[config.mk]
export PLATFORM = sky130hd
export DESIGN_NAME = sifhTop
export DESIGN_NICKNAME = d
export VERILOG_FILES = /design/src/hw/sifhPkg.sv /design/src/hw/binRam.sv /design/src/hw/binUpdate.sv /design/src/hw/histFsm.sv /design/src/hw/peakFinder.sv /design/src/hw/sifhTop.sv
export VERILOG_INCLUDE_DIRS = /design/src /design/src/hw
export SDC_FILE = /design/constraint.sdc
export NUM_CORES = 1
export LEC_CHECK = 0
export BUFFER_PORTS_ARGS = -buffer_cell sky130_fd_sc_hd__buf_2
export CAP_MARGIN = 10
export CORE_MARGIN = 2
export CORE_UTILIZATION = 50
export DETAILED_ROUTE_END_ITERATION = 7
export PLACE_DENSITY = 0.76
export SLEW_MARGIN = 30
export SYNTH_ARGS = -nofsm -noshare
export SYNTH_HDL_FRONTEND = slang
export SYNTH_SLANG_ARGS = --single-unit
[constraint.sdc]
create_clock -name clk -period 3.08 [get_ports clk]
set_clock_uncertainty 0.1 [all_clocks]
set_input_delay 0.308 -clock clk [delete_from_list [all_inputs] [get_ports clk]]
set_output_delay 0.308 -clock clk [all_outputs]
set_load 0.01 [all_outputs]
[src/hw/sifhParams_defs.svh]
`ifndef SIFH_PARAMS_DEFS_SVH
`define SIFH_PARAMS_DEFS_SVH

// timestamp width from the TDC
`define NP 10

// bin index is the top BIN_BITS of a timestamp
`define BIN_BITS 4

// pixel index width
`define PIX_BITS 2

// derived pixel and bin counts
`define PIXEL_NUM (1 << `PIX_BITS)
`define BIN_NUM (1 << `BIN_BITS)

// acquisitions per frame
`define ACQ_NUM 20

// per-bin counter width, saturating
`define CNT_BITS 4

// one RAM word per (pixel, bin)
`define RAM_ADDR (`PIX_BITS + `BIN_BITS)

`endif

[src/hw/sifhPkg.sv]
`include "sifhParams_defs.svh"

package sifhPkg;

    // one bin word address, pixel-major
    typedef struct packed {
        logic [`PIX_BITS-1:0] pixel;
        logic [`BIN_BITS-1:0] bin;
    } binAddr_t;

    // accepted timestamp tagged with its pixel
    typedef struct packed {
        logic                 valid;
        logic [`PIX_BITS-1:0] pixel;
        logic [`NP-1:0]       timestamp;
    } sample_t;

    // single RAM write request
    typedef struct packed {
        logic                 en;
        binAddr_t             addr;
        logic [`CNT_BITS-1:0] data;
    } ramWr_t;

    // peak report for one pixel
    typedef struct packed {
        logic [`PIX_BITS-1:0] pixel;
        logic [`BIN_BITS-1:0] bin;
        logic [`CNT_BITS-1:0] count;
    } peak_t;

endpackage

[src/hw/binRam.sv]
`timescale 1ns/1ps
`include "sifhParams_defs.svh"

module binRam
    import sifhPkg::*;
(
    input  logic                 clk,
    input  ramWr_t               wr,
    input  logic                 rEnable,
    input  binAddr_t             raddr,
    output logic [`CNT_BITS-1:0] counts
);

    // one word per pixel and bin
    localparam int depth = 1 << `RAM_ADDR;

    logic [`CNT_BITS-1:0] mem [0:depth-1];

    // write port A
    always_ff @(posedge clk) begin
        if (wr.en) begin
            mem[wr.addr] <= wr.data;
        end
    end

    // read port B, registered
    // same-address read and write gives the old word
    always_ff @(posedge clk) begin
        if (rEnable) begin
            counts <= mem[raddr];
        end
    end

endmodule

[src/hw/binUpdate.sv]
`timescale 1ns/1ps
`include "sifhParams_defs.svh"

module binUpdate
    import sifhPkg::*;
(
    input  logic                 clk,
    input  logic                 rstN,
    input  sample_t              sample,
    input  logic [`CNT_BITS-1:0] counts,
    output binAddr_t             raddr,
    output logic                 rEnable,
    output ramWr_t               newCounts
);

    logic                 hit;
    binAddr_t             rdAddr;
    logic                 wrPend;
    binAddr_t             wrAddr;
    ramWr_t               lastWr;
    logic [`CNT_BITS-1:0] curCount;
    logic [`CNT_BITS-1:0] nextCount;

    // all-ones timestamp marks a missed photon
    assign hit = sample.valid && (sample.timestamp != '1);

    // bin is the timestamp MSBs
    assign rdAddr.pixel = sample.pixel;
    assign rdAddr.bin   = sample.timestamp[`NP-1 -: `BIN_BITS];

    // stage 1, read the current bin count
    assign raddr   = rdAddr;
    assign rEnable = hit;

    // carry the address into the write stage
    always_ff @(posedge clk) begin
        wrAddr <= rdAddr;
        if (!rstN) begin
            wrPend <= 1'b0;
        end else begin
            wrPend <= hit;
        end
    end

    // remember the write that lands this edge
    // RAM still returns the old word for a same-cycle read
    always_ff @(posedge clk) begin
        lastWr.addr <= newCounts.addr;
        lastWr.data <= newCounts.data;
        if (!rstN) begin
            lastWr.en <= 1'b0;
        end else begin
            lastWr.en <= newCounts.en;
        end
    end

    // forward own last write on an address match
    assign curCount = (lastWr.en && (lastWr.addr == wrAddr)) ? lastWr.data : counts;

    // saturating increment
    assign nextCount = (curCount == '1) ? curCount : curCount + 1'b1;

    // stage 2, write back at end of cycle
    assign newCounts.en   = wrPend;
    assign newCounts.addr = wrAddr;
    assign newCounts.data = nextCount;

endmodule

[src/hw/histFsm.sv]
`timescale 1ns/1ps
`include "sifhParams_defs.svh"

module histFsm
    import sifhPkg::*;
(
    input  logic            clk,
    input  logic            rstN,
    input  logic [`NP-1:0]  data,
    output logic            wrEn,
    output sample_t         sample,
    input  binAddr_t        updRaddr,
    input  logic            updREnable,
    input  ramWr_t          updWr,
    output binAddr_t        raddr,
    output logic            rEnable,
    output ramWr_t          ramWr,
    output logic            scanValid,
    output binAddr_t        scanAddr
);

    // acquisition counter width
    localparam int acqW = $clog2(`ACQ_NUM);

    // frame phases
    // wait is the post-reset and post-clear gap before accumulate
    localparam logic [1:0] stWait  = 2'd0;
    localparam logic [1:0] stAcc   = 2'd1;
    localparam logic [1:0] stDrain = 2'd2;
    localparam logic [1:0] stScan  = 2'd3;

    logic [1:0]           state;
    logic [`PIX_BITS-1:0] pixCnt;
    logic [acqW-1:0]      acqCnt;
    logic                 drainCnt;
    binAddr_t             scanCnt;
    logic                 pixLast;
    logic                 acqLast;
    logic                 scanLast;
    logic                 scanning;

    // ready level straight from the phase
    assign wrEn     = (state == stAcc);
    assign scanning = (state == stScan);

    // end-of-row and end-of-frame markers
    assign pixLast  = (pixCnt == `PIX_BITS'(`PIXEL_NUM - 1));
    assign acqLast  = (acqCnt == acqW'(`ACQ_NUM - 1));
    assign scanLast = (scanCnt.pixel == `PIX_BITS'(`PIXEL_NUM - 1)) &&
                      (scanCnt.bin == `BIN_BITS'(`BIN_NUM - 1));

    always_ff @(posedge clk) begin
        if (!rstN) begin
            state    <= stWait;
            pixCnt   <= '0;
            acqCnt   <= '0;
            drainCnt <= 1'b0;
            scanCnt  <= '0;
        end else begin
            case (state)
                stWait: begin
                    // one idle cycle, then open the input
                    state <= stAcc;
                end
                stAcc: begin
                    // one sample every cycle, pixels 0..N-1 per acquisition
                    if (pixLast) begin
                        pixCnt <= '0;
                        if (acqLast) begin
                            acqCnt <= '0;
                            state  <= stDrain;
                        end else begin
                            acqCnt <= acqCnt + 1'b1;
                        end
                    end else begin
                        pixCnt <= pixCnt + 1'b1;
                    end
                end
                stDrain: begin
                    // two cycles so the last read-modify-write lands
                    if (drainCnt) begin
                        drainCnt <= 1'b0;
                        state    <= stScan;
                    end else begin
                        drainCnt <= 1'b1;
                    end
                end
                stScan: begin
                    // walk all words pixel-major, bin-ascending
                    if (scanLast) begin
                        scanCnt <= '0;
                        state   <= stWait;
                    end else begin
                        scanCnt <= binAddr_t'(scanCnt + 1'b1);
                    end
                end
                default: begin
                    state <= stWait;
                end
            endcase
        end
    end

    // tag each accepted timestamp with its pixel
    always_ff @(posedge clk) begin
        sample.pixel     <= pixCnt;
        sample.timestamp <= data;
        if (!rstN) begin
            sample.valid <= 1'b0;
        end else begin
            sample.valid <= wrEn;
        end
    end

    // scan address delayed to meet RAM read data
    always_ff @(posedge clk) begin
        scanAddr <= scanCnt;
        if (!rstN) begin
            scanValid <= 1'b0;
        end else begin
            scanValid <= scanning;
        end
    end

    // read port owner
    // updater outside the scan, scan counter during it
    always_comb begin
        if (scanning) begin
            rEnable = 1'b1;
            raddr   = scanCnt;
        end else begin
            rEnable = updREnable;
            raddr   = updRaddr;
        end
    end

    // write port owner
    // clear writes trail the scan reads by one cycle
    always_comb begin
        if (scanValid) begin
            ramWr.en   = 1'b1;
            ramWr.addr = scanAddr;
            ramWr.data = '0;
        end else begin
            ramWr = updWr;
        end
    end

endmodule

[src/hw/peakFinder.sv]
`timescale 1ns/1ps
`include "sifhParams_defs.svh"

module peakFinder
    import sifhPkg::*;
(
    input  logic                 clk,
    input  logic                 rstN,
    input  logic                 scanValid,
    input  binAddr_t             scanAddr,
    input  logic [`CNT_BITS-1:0] counts,
    output logic                 peakValid,
    output peak_t                peakResult
);

    logic [`CNT_BITS-1:0] maxCount;
    logic [`BIN_BITS-1:0] maxBin;
    logic [`CNT_BITS-1:0] candCount;
    logic [`BIN_BITS-1:0] candBin;
    logic                 firstBin;
    logic                 lastBin;

    // pixel boundaries in the scan order
    assign firstBin = (scanAddr.bin == '0);
    assign lastBin  = (scanAddr.bin == `BIN_BITS'(`BIN_NUM - 1));

    // best bin so far including this word
    // bin 0 always seeds, later bins only on a strict increase
    always_comb begin
        candCount = maxCount;
        candBin   = maxBin;
        if (firstBin || (counts > maxCount)) begin
            candCount = counts;
            candBin   = scanAddr.bin;
        end
    end

    // running maximum
    always_ff @(posedge clk) begin
        if (scanValid) begin
            maxCount <= candCount;
            maxBin   <= candBin;
        end
    end

    // report payload, captured at the pixel's last bin
    always_ff @(posedge clk) begin
        if (scanValid && lastBin) begin
            peakResult.pixel <= scanAddr.pixel;
            peakResult.bin   <= candBin;
            peakResult.count <= candCount;
        end
    end

    // one pulse per pixel
    always_ff @(posedge clk) begin
        if (!rstN) begin
            peakValid <= 1'b0;
        end else begin
            peakValid <= scanValid && lastBin;
        end
    end

endmodule

[src/hw/sifhTop.sv]
`timescale 1ns/1ps
`include "sifhParams_defs.svh"

module sifhTop
    import sifhPkg::*;
(
    input  logic           clk,
    input  logic           rstN,
    input  logic [`NP-1:0] data,
    output logic           wrEn,
    output logic           peakValid,
    output peak_t          peakResult
);

    // controller to updater
    sample_t              sample;

    // updater requests, muxed in the controller
    binAddr_t             updRaddr;
    logic                 updREnable;
    ramWr_t               updWr;

    // RAM ports after the mux
    binAddr_t             raddr;
    logic                 rEnable;
    ramWr_t               ramWr;
    logic [`CNT_BITS-1:0] counts;

    // scan tap toward the peak search
    logic                 scanValid;
    binAddr_t             scanAddr;

    histFsm u_histFsm (
        .clk        (clk),
        .rstN       (rstN),
        .data       (data),
        .wrEn       (wrEn),
        .sample     (sample),
        .updRaddr   (updRaddr),
        .updREnable (updREnable),
        .updWr      (updWr),
        .raddr      (raddr),
        .rEnable    (rEnable),
        .ramWr      (ramWr),
        .scanValid  (scanValid),
        .scanAddr   (scanAddr)
    );

    binUpdate u_binUpdate (
        .clk       (clk),
        .rstN      (rstN),
        .sample    (sample),
        .counts    (counts),
        .raddr     (updRaddr),
        .rEnable   (updREnable),
        .newCounts (updWr)
    );

    binRam u_binRam (
        .clk     (clk),
        .wr      (ramWr),
        .rEnable (rEnable),
        .raddr   (raddr),
        .counts  (counts)
    );

    peakFinder u_peakFinder (
        .clk        (clk),
        .rstN       (rstN),
        .scanValid  (scanValid),
        .scanAddr   (scanAddr),
        .counts     (counts),
        .peakValid  (peakValid),
        .peakResult (peakResult)
    );

endmodule

* After elaboration in Yosys (flattened, before gate mapping) *
Memories as Yosys holds them, arrays and structs flattened. A register that Yosys moved wholly into a read port is not among the register bits.
Index checks and enable logic that the tools add are counted.

operators by class
  $add $sub $neg = 4
  muxes and demuxes = 18
  reduce and logical (&&, ||, !) cells = 9
  order comparisons = 1
  equal/unequal tests = 15

operators by type and width
  cell                                                                      count
  4-bit two-way mux                                                         4
  4-bit == test (second input constant)                                     3
  6-bit two-way mux                                                         2
  11-bit two-way mux                                                        1
  2-bit two-way mux                                                         5
  10-bit inequality test (second input constant)                            1
  2-bit == test (second input constant)                                     4
  2-bit by 1-bit inequality test with 1-bit output (second input constant)  4
  2-bit one-hot mux with 4 select lines                                     1
  6-bit by 1-bit adder with 6-bit output (second input constant)            1
  6-bit == test                                                             1
  5-bit by 1-bit adder with 5-bit output (second input constant)            1
  5-bit == test (second input constant)                                     1
  5-bit two-way mux                                                         1
  4-bit by 1-bit adder with 4-bit output (second input constant)            1
  4-bit greater-than comparator                                             1
  1-bit logical AND                                                         4
  4-bit zero test                                                           1
  1-bit two-way mux                                                         4
  4-bit AND reduction                                                       1
  2-bit by 1-bit adder with 2-bit output (second input constant)            1
  2-bit by 1-bit == test with 1-bit output (second input constant)          1
  2-bit zero test                                                           1
  2-bit AND reduction                                                       1
  1-bit logical OR                                                          1

word-level totals
  output and inout port bits = 12
  bits in writable memories = 256
  logic and storage cells = 73
  register bits = 73
  memories kept = 1
  bits of input ports = 12

memory list
  name          words  bits a word  read ports  clocked after Yosys merged registers in  write ports  RTL line      source
  u_binRam.mem  64     4            1           1                                        1            binRam.sv:17  logic [`CNT_BITS-1:0] mem [0:depth-1];

* Longest topological paths before layout *
Gate-level depths: netlist (run 1).

  depth in word-level cells = 8
  mapped depth = 10
  depth with buffers taken out = 9

* Hierarchy *
From an unflattened synthesis (run 1), not the netlist that was laid out.

second synthesis, totals
  cells, all modules = 789
  area total of the unflattened synthesis = 13515.5 µm²

modules (own cells, without submodules)
  module      area an instance (µm²)  sequential area each (µm²)  cells each  instances
  binRam      10447.5                 7807.5                      521         1
  histFsm     1427.6                  720.7                       131         1
  peakFinder  864.6                   560.5                       62          1
  binUpdate   775.7                   360.3                       75          1

* Worst setup path before layout (run 1) *
OpenSTA, ideal clock, no wires.

  path kind = reg-to-reg
  from = register u_binUpdate.wrAddr (netlist bit u_binUpdate.newCounts[5])
  to = memory u_binRam.mem[0][1] in the netlist's numbering (data pin)
  path buffers = 0
  setup time = 0.367 ns
  arrival time = 2.195 ns
  slack = 0.417 ns
  data required time = 2.613 ns
  period minus slack after synthesis = 2.663 ns
  cell stages (with the launch flop) = 7
  cell sequence = dfxtp_1 > xnor2_1 > nand4_1 > nor4_2 > o211ai_1 > o31ai_1 > and2_1

RTL lines
  what                      RTL line         source
  start: declaration        binUpdate.sv:19  binAddr_t wrAddr;
  start signal: assignment  binUpdate.sv:37  wrAddr <= rdAddr;
  end: declaration          binRam.sv:17

* Worst setup path in the final report (run 1) *
  from = register u_histFsm.state[0]
  to = register u_binRam.counts[0], read port of u_binRam.mem (data pin)

between the ends
  cells in the longest elaborated chain, start to end = 2
  elaborated cells on any way between the ends = 3
  those cells by class = eq/ne: 1; mux: 2

RTL lines
  what                                                           RTL line        source
  start: declaration                                             histFsm.sv:32   logic [1:0] state;
  start signal: assignment                                       histFsm.sv:54   state <= stWait;
  start signal: assignment                                       histFsm.sv:63   state <= stAcc;
  start signal: assignment                                       histFsm.sv:71   state <= stDrain;
  2-bit == test (*)                                              histFsm.sv:44   assign scanning = (state == stScan);
  via u_histFsm.scanning                                         histFsm.sv:40   logic scanning;
  6-bit two-way mux / 1-bit two-way mux (equally long branches)  histFsm.sv:128  if (scanning) begin
  end: declaration                                               binRam.sv:11    output logic [`CNT_BITS-1:0] counts

The timed path passes the listed nets; every way through them passes the cells marked *.
A chain may end at the register's enable or synchronous reset.

==> qor.csv, run 1 <==
metric,value,unit
run status,"complete, no violations",
vias in the first global route,10700,
Setup CP Type,register to register,
CP Cell Sequence,ha_2 > nor2_4 > buf_12 > a21oi_1 > o21ai_0 > o31ai_1 > nor4_1 > buf_4 > nor4_1,
R2R cell count,9,
period utilisation layout,94.7,%
hold endpoint,u_histFsm.sample[11],
average size of a mapped cell,11.0,sq um
Internal,8.54,mW
Row Count,62,
Synth Flop Type,edfxtp_1,
routed wl met3,3630,um
clock sink total,333,
crit path DAT,3080,ps
Power Density,733,nW/um^2
total congestion overflow,0,
CTS Buf Count,35,
Via-to-Cell Ratio,6.29,
Die Wd,174,um
DR vias,11100,
reg2reg start,u_histFsm.state[0],
initial antenna violation count,0,
CTS tree,yes,
net switching fraction of the power,29.1,%
number of flops mapped to enable cells by yosys,278,
RSZ-0062 raised after global routing,no,
Synth cell types,60,
"critical path fanouts, max",50,
"slowest stage delay, CP",470,ps
Peak VDD IR,0.511,mV
min-delay src,u_histFsm.pixCnt[1],
Synth Cell Area,14500,sq um
DRT met1 WL,14800,um
buffers and inverters on the worst path,2,
# DRC,0,
Rel. slew slack,50.4,%
input/output buffers,23,
antenna cell count,0,
Sw Pwr,3.50,mW
fin area,16400,sq um
Reg2Reg Setup Slack,160,ps
Mapped Nets,1343,
WHS Path Cells,0,
"Cell Area, Placed",15300,sq um
Routed met2 length,18400,um
Synth area leaders,"edfxtp_1 57%, a21oi_1 10%, dfxtp_1 7.6%",
element type at the critical path end,register,
Max Slew Vio Count,0,
DR iter-0 viols,1602,
post-layout min period,2920,ps
Clk pwr share,32.7,%
Max Buffers Root-to-Sink,3,
Post-Syn Instances,1320,
NumNets Final,1387,
top layer in use,met4,
worst skew pair latency,510,ps
dpl hpwl,23600,um
Yosys top cell area share,57.4,%
"area leader, netlist",edfxtp_1,
Initial Utilization,50.8,%
Worst setup SP type,register,
share of cells above drive strength 1,10.0,%
first-pass GRT wire length,59800,um
sequential fraction of the synthesis area,65.0,%
post-CTS setup buffers,0,
Setup TNS Final,0,ps
#FFs+latches synth,333,
GP Congestion,0.917,
Pleak,5.55,nW
async set or reset register ratio after synthesis,0,%
I/O Pins,24,
die area,30400,sq um
worst slew pin tran,738,ps
final setup fails,0,
fin util,57.4,%
die height,174,um
Worst path most repeated cell,nor4_1,
non-filler cells in the finished layout,1772,
GRT Util Overall,25.2,%
core area,28600,sq um
largest net degree at the start of global routing,65,
critical path's top delay family,simple AND/OR/NAND/NOR gates,
Critical Path RT,3240,ps
drt total wl,38300,um
final hold vios,0,
slowest stage cell on the critical path,nor4_1,
max cap viols,0,
Reg power frac,47.5,%
CTS root buf,clkbuf_16,
post-route ant nets,0,
DR pass1 iterations,6,
Synth warnings,0,
area growth from synthesis to layout,13.1,%
Hold Path Class,register to register,
most common cell in the netlist,a21oi_1,
clock slew at reported path FFs,60,ps
Max H-tree Level,2,
placed insts,1700,
most instantiated cells after synthesis,"304 x a21oi_1, 278 x edfxtp_1, 187 x nand2_1",
Comb pwr share,19.8,%
fmax,343,MHz
DR WL/cell,21.6,um
Critical R2R Capture,u_binRam.counts[0],
-- registers in the layout, summed over array words and instances, names as in the netlist --
signal                   cells
u_histFsm.scanValid          1
u_peakFinder.peakResult     10
u_histFsm.acqCnt             5
u_peakFinder.maxBin          4
u_histFsm.scanAddr           6
u_binUpdate.newCounts        6
u_histFsm.scanCnt            6
u_histFsm.pixCnt             2
u_peakFinder.peakValid       1
u_binRam.counts              4
u_binRam.mem               256
u_histFsm.state              2
u_peakFinder.maxCount        4
u_histFsm.drainCnt           1
u_binUpdate.wrPend           1
u_binUpdate.lastWr          11
u_histFsm.sample            13
-- logic make-up after synthesis --
| group | share of synthesized area, % |
|---|---|
| compound gates | 17.7 |
| xor+xnor | 0.542 |
| fa+ha+maj | 0.947 |
| buf+inv | 2.90 |
| flops | 65.0 |
| mux | 1.04 |
| simple gates | 11.9 |
-- final cells by class --
cell class                      instances  area [sq um]
Clock buffer                           50          1010
Clock inverter                         11          50.0
Fill cell                            2274         12200
Inverter                               16          60.1
Multi-Input combinational cell        899          4690
Sequential cell                       333          9460
Tap cell                              384           480
Timing Repair Buffer                   79           692
-- layout by cell type, fill, tap and decap left out, types with 6 or more instances in the layout --
master         netlist  final
mux2_2               6      6
nor3_1              34     34
a21oi_1            304    304
a22oi_1             18     18
buf_4                4     34
edfxtp_1           278    278
dlygate4sd3_1        0     11
nand3_1             11     11
o21ai_1             15     15
and2_1              10      6
nor2_1             107    106
o22ai_1             47     47
clkbuf_1            22      9
buf_2               36     23
mux2i_1              7      7
nand2b_1             7      6
o31ai_1             13     13
xnor2_1              6      6
dfxtp_1             55     53
clkbuf_16            0     37
buf_12               0     10
inv_1               15     15
nand4_1              8      8
o21ai_0             42     42
nor4_1              10     10
clkinv_1             1      6
nand2_1            187    187
ha_1                11     10
-- timing repair --
action / CTS / global route
endpoints found under the setup margin: 0 / 4
endpoints found under the hold margin: 12 / 0
hold buffers: 11 / 0
gates resized for setup: 0 / 2
-- stage by stage --
| stage | hold WS [ps] | power (mW) | setup slack [ps] |
|---|---|---|---|
| after global routing | 289 | 12.5 | 4.16 |
| final | 285 | 12.0 | 162 |
| after CTS | 279 | 12.0 | 111 |
| after detailed placement | 271 | 8.10 | 180 |
| after global placement | 263 | 8.02 | 227 |
| after floorplan | 229 | 7.14 | 417 |
-- worst max path at each step --
stage | start | to | cells after the start
3_3_place_gp | u_histFsm.state[0] | u_binRam.counts[2] | 10
3_5_place_dp | u_histFsm.state[0] | u_binRam.counts[2] | 10
2_1_floorplan | u_binUpdate.newCounts[5] | u_binRam.mem[0][1] | 6
4_1_cts | u_histFsm.state[0] | u_binRam.counts[1] | 10
5_1_grt | u_histFsm.state[1] | u_binRam.counts[2] | 11
6_report | u_histFsm.state[0] | u_binRam.counts[0] | 9
-- worst register-to-register path: cells and delay by family (launching register included) --
kind            cells  cell delay (ps)
fa+ha+maj           1              250
simple gates        3              950
flops               1              340
buf+inv             2              550
compound gates      3              480
-- power groups by stage --
stage | combinational, mW | clock, mW | sequential, mW
2_1_floorplan | 1.38 | 0 | 5.76
3_3_place_gp | 2.22 | 0 | 5.80
3_5_place_dp | 2.29 | 0 | 5.81
4_1_cts | 2.32 | 3.97 | 5.72
5_1_grt | 2.57 | 4.16 | 5.74
6_report | 2.39 | 3.93 | 5.72
-- layer usage --
metal	track usage [%]	vias up
met5	0	-
met4	10.6	0
met3	3.89	115
met2	41.6	644
met1	33.5	5367
li1	-	5014
(Power assumes the default switching activity.)
==> run 2: changes to the inputs <==
clock period = 3.5 ns   (was 3.08 ns; I/O delays follow)
==> run 2 against run 1 <==
  * Routed wire length is 1.4% lower
  * Register-to-register slack better by 170 ps
  * Sequential share of layout area is 0.54 points higher
  * First-iteration DRC count is 2.8% lower
  * Clock power is 11% lower
  * Hold slack worse by 7.0 ps
  * Critical endpoint is now u_binRam.counts[2]
  * Largest power group unchanged
==> qor.csv, run 2 (synthesis results as in run 1) <==
metric,value,unit,change
I/O Pins,24,,unchanged
post-CTS setup buffers,0,,unchanged
GRT Util Overall,24.5,%,-0.72 points
R2R cell count,10,,+1
"most common cell after layout, fill and taps aside",a21oi_1,,
GP Congestion,0.846,,-7.7%
Resize count post-CTS,0,,unchanged
fin area,16300,sq um,-0.94%
Post-CTS Hold Buffers,11,,unchanged
Max Buffers Root-to-Sink,3,,unchanged
WHS Path Cells,0,,unchanged
Initial Utilization,50.8,%,unchanged
CTS root buf,clkbuf_16,,
antenna cell count,0,,unchanged
dpl ws,510,ps,+329 ps
reg2reg start,u_histFsm.state[1],,
Peak VDD IR,0.439,mV,-14%
post-route ant nets,0,,unchanged
area growth from synthesis to layout,12.0,%,
Reg2Reg Setup Slack,340,ps,+170 ps
Top Registers,"u_binRam.mem: 256 flops, u_histFsm.sample: 13 flops, u_binUpdate.lastWr: 11 flops",,
Critical Path RT,3630,ps,+390 ps
DR pass1 iterations,6,,unchanged
Critical R2R Capture,u_binRam.counts[2],,
max cap viols,0,,unchanged
RSZ-0062 raised after global routing,no,,
Power Density,649,nW/um^2,-11%
core area,28600,sq um,unchanged
post-layout min period,3160,ps,+245 ps
# DRC,0,,unchanged
final setup fails,0,,unchanged
period utilisation layout,90.4,%,-4.4 points
CTS Buf Count,34,,-2.9%
clock sink total,333,,unchanged
"critical path fanouts, max",40,,-20%
Rel. slew slack,46.1,%,-4.3 points
drt total wl,37800,um,-1.4%
CTS tree,yes,,
hold endpoint,u_histFsm.sample[11],,
DR iter-0 viols,1557,,-2.8%
final hold vios,0,,unchanged
Setup CP Type,register to register,,
share of cells above drive strength 1,8.42,%,-1.6 points
min-delay src,u_histFsm.pixCnt[1],,
"Power, Total",10.6,mW,-12%
element type at the critical path end,register,,
DR vias,11000,,-1.3%
dpl hpwl,22800,um,-3.6%
input/output buffers,23,,unchanged
Max H-tree Level,2,,unchanged
Pleak,5.45,nW,-1.8%
fmax,316,MHz,-7.8%
Setup TNS Final,0,ps,unchanged
Reg with most FFs,u_binRam.mem,,
Final WS setup,337,ps,+175 ps
largest net degree at the start of global routing,99,,+52%
Max Slew Vio Count,0,,unchanged
Layout fillers,2268,,-0.26%
clock slew at reported path FFs,60,ps,about the same
die area,30400,sq um,unchanged
"Cell Area, Placed",15100,sq um,-1.1%
total congestion overflow,0,,unchanged
die height,174,um,unchanged
vias in the first global route,10600,,-1.7%
initial antenna violation count,0,,unchanged
crit path DAT,3290,ps,+210 ps
Die Wd,174,um,unchanged
first-pass GRT wire length,57900,um,-3.1%
max reg flops,256,,unchanged
worst slew pin tran,805,ps,+67.2 ps
Via-to-Cell Ratio,6.29,,about the same
worst skew pair latency,520,ps,about the same
NumNets Final,1364,,-1.7%
Worst setup SP type,register,,
Row Count,62,,unchanged
run status,"complete, no violations",,
Hold Path Class,register to register,,
"commonest cells after routing, fill and taps aside","304 x a21oi_1, 278 x edfxtp_1, 187 x nand2_1",,
DR WL/cell,21.6,um,-0.15%
## run 2: layout make-up
cell class	count	area (sq um)	area share, %
flip-flops and latches	333	9460	58.1
multi-input cells	899	4690	28.8
clock buffers	49	996	6.12
repair buffers	57	523	3.21
well taps	384	480	2.95
clock inverters	12	80.1	0.492
inverters	16	60.1	0.369
## run 2: layer usage
metal	vias to the layer above	GRT usage, %	share of wire (%)
met1	5278	31.4	39
met3	125	4.86	8.9
met2	624	40.5	48
li1	4972	-	-
met5	-	0	0
met4	0	11.2	4.7
## run 2: worst max path at each step
stage,cells after the start,to,from
6_report,10,u_binRam.counts[2],u_histFsm.state[1]
5_1_grt,10,u_binRam.counts[2],u_histFsm.state[1]
4_1_cts,10,u_binRam.counts[0],u_histFsm.state[1]
3_5_place_dp,10,u_binRam.counts[2],u_histFsm.state[1]
3_3_place_gp,10,u_binRam.counts[2],u_histFsm.state[1]
2_1_floorplan,6,u_binRam.mem[0][1],u_binUpdate.newCounts[5]
## run 2: report_power, final
group | switching (mW) | leakage, nW | internal (mW)
clock | 1.46 | 0.524 | 2.05
sequential | 0.166 | 2.95 | 4.89
combinational | 1.43 | 1.98 | 0.577
## run 2: critical path, stage by stage (launching register included)
cell and delay, ps:
dfxtp_1 400, ha_1 170, buf_4 280, nand2_2 300, buf_12 290, a21oi_1 170, a21oi_1 70, a21oi_1 150
o31ai_1 120, nor4_1 710, nor4_1 120
## run 2: stage by stage
stage / util (%) / hold WS (ps) / std cells
final: 56.9 / 278 / 1750
after global routing: 56.9 / 283 / 1750
after detailed placement: 52.7 / 266 / 1678
after global placement: 52.7 / 265 / 1678
after CTS: 56.9 / 278 / 1750
after floorplan: - / 229 / 1320
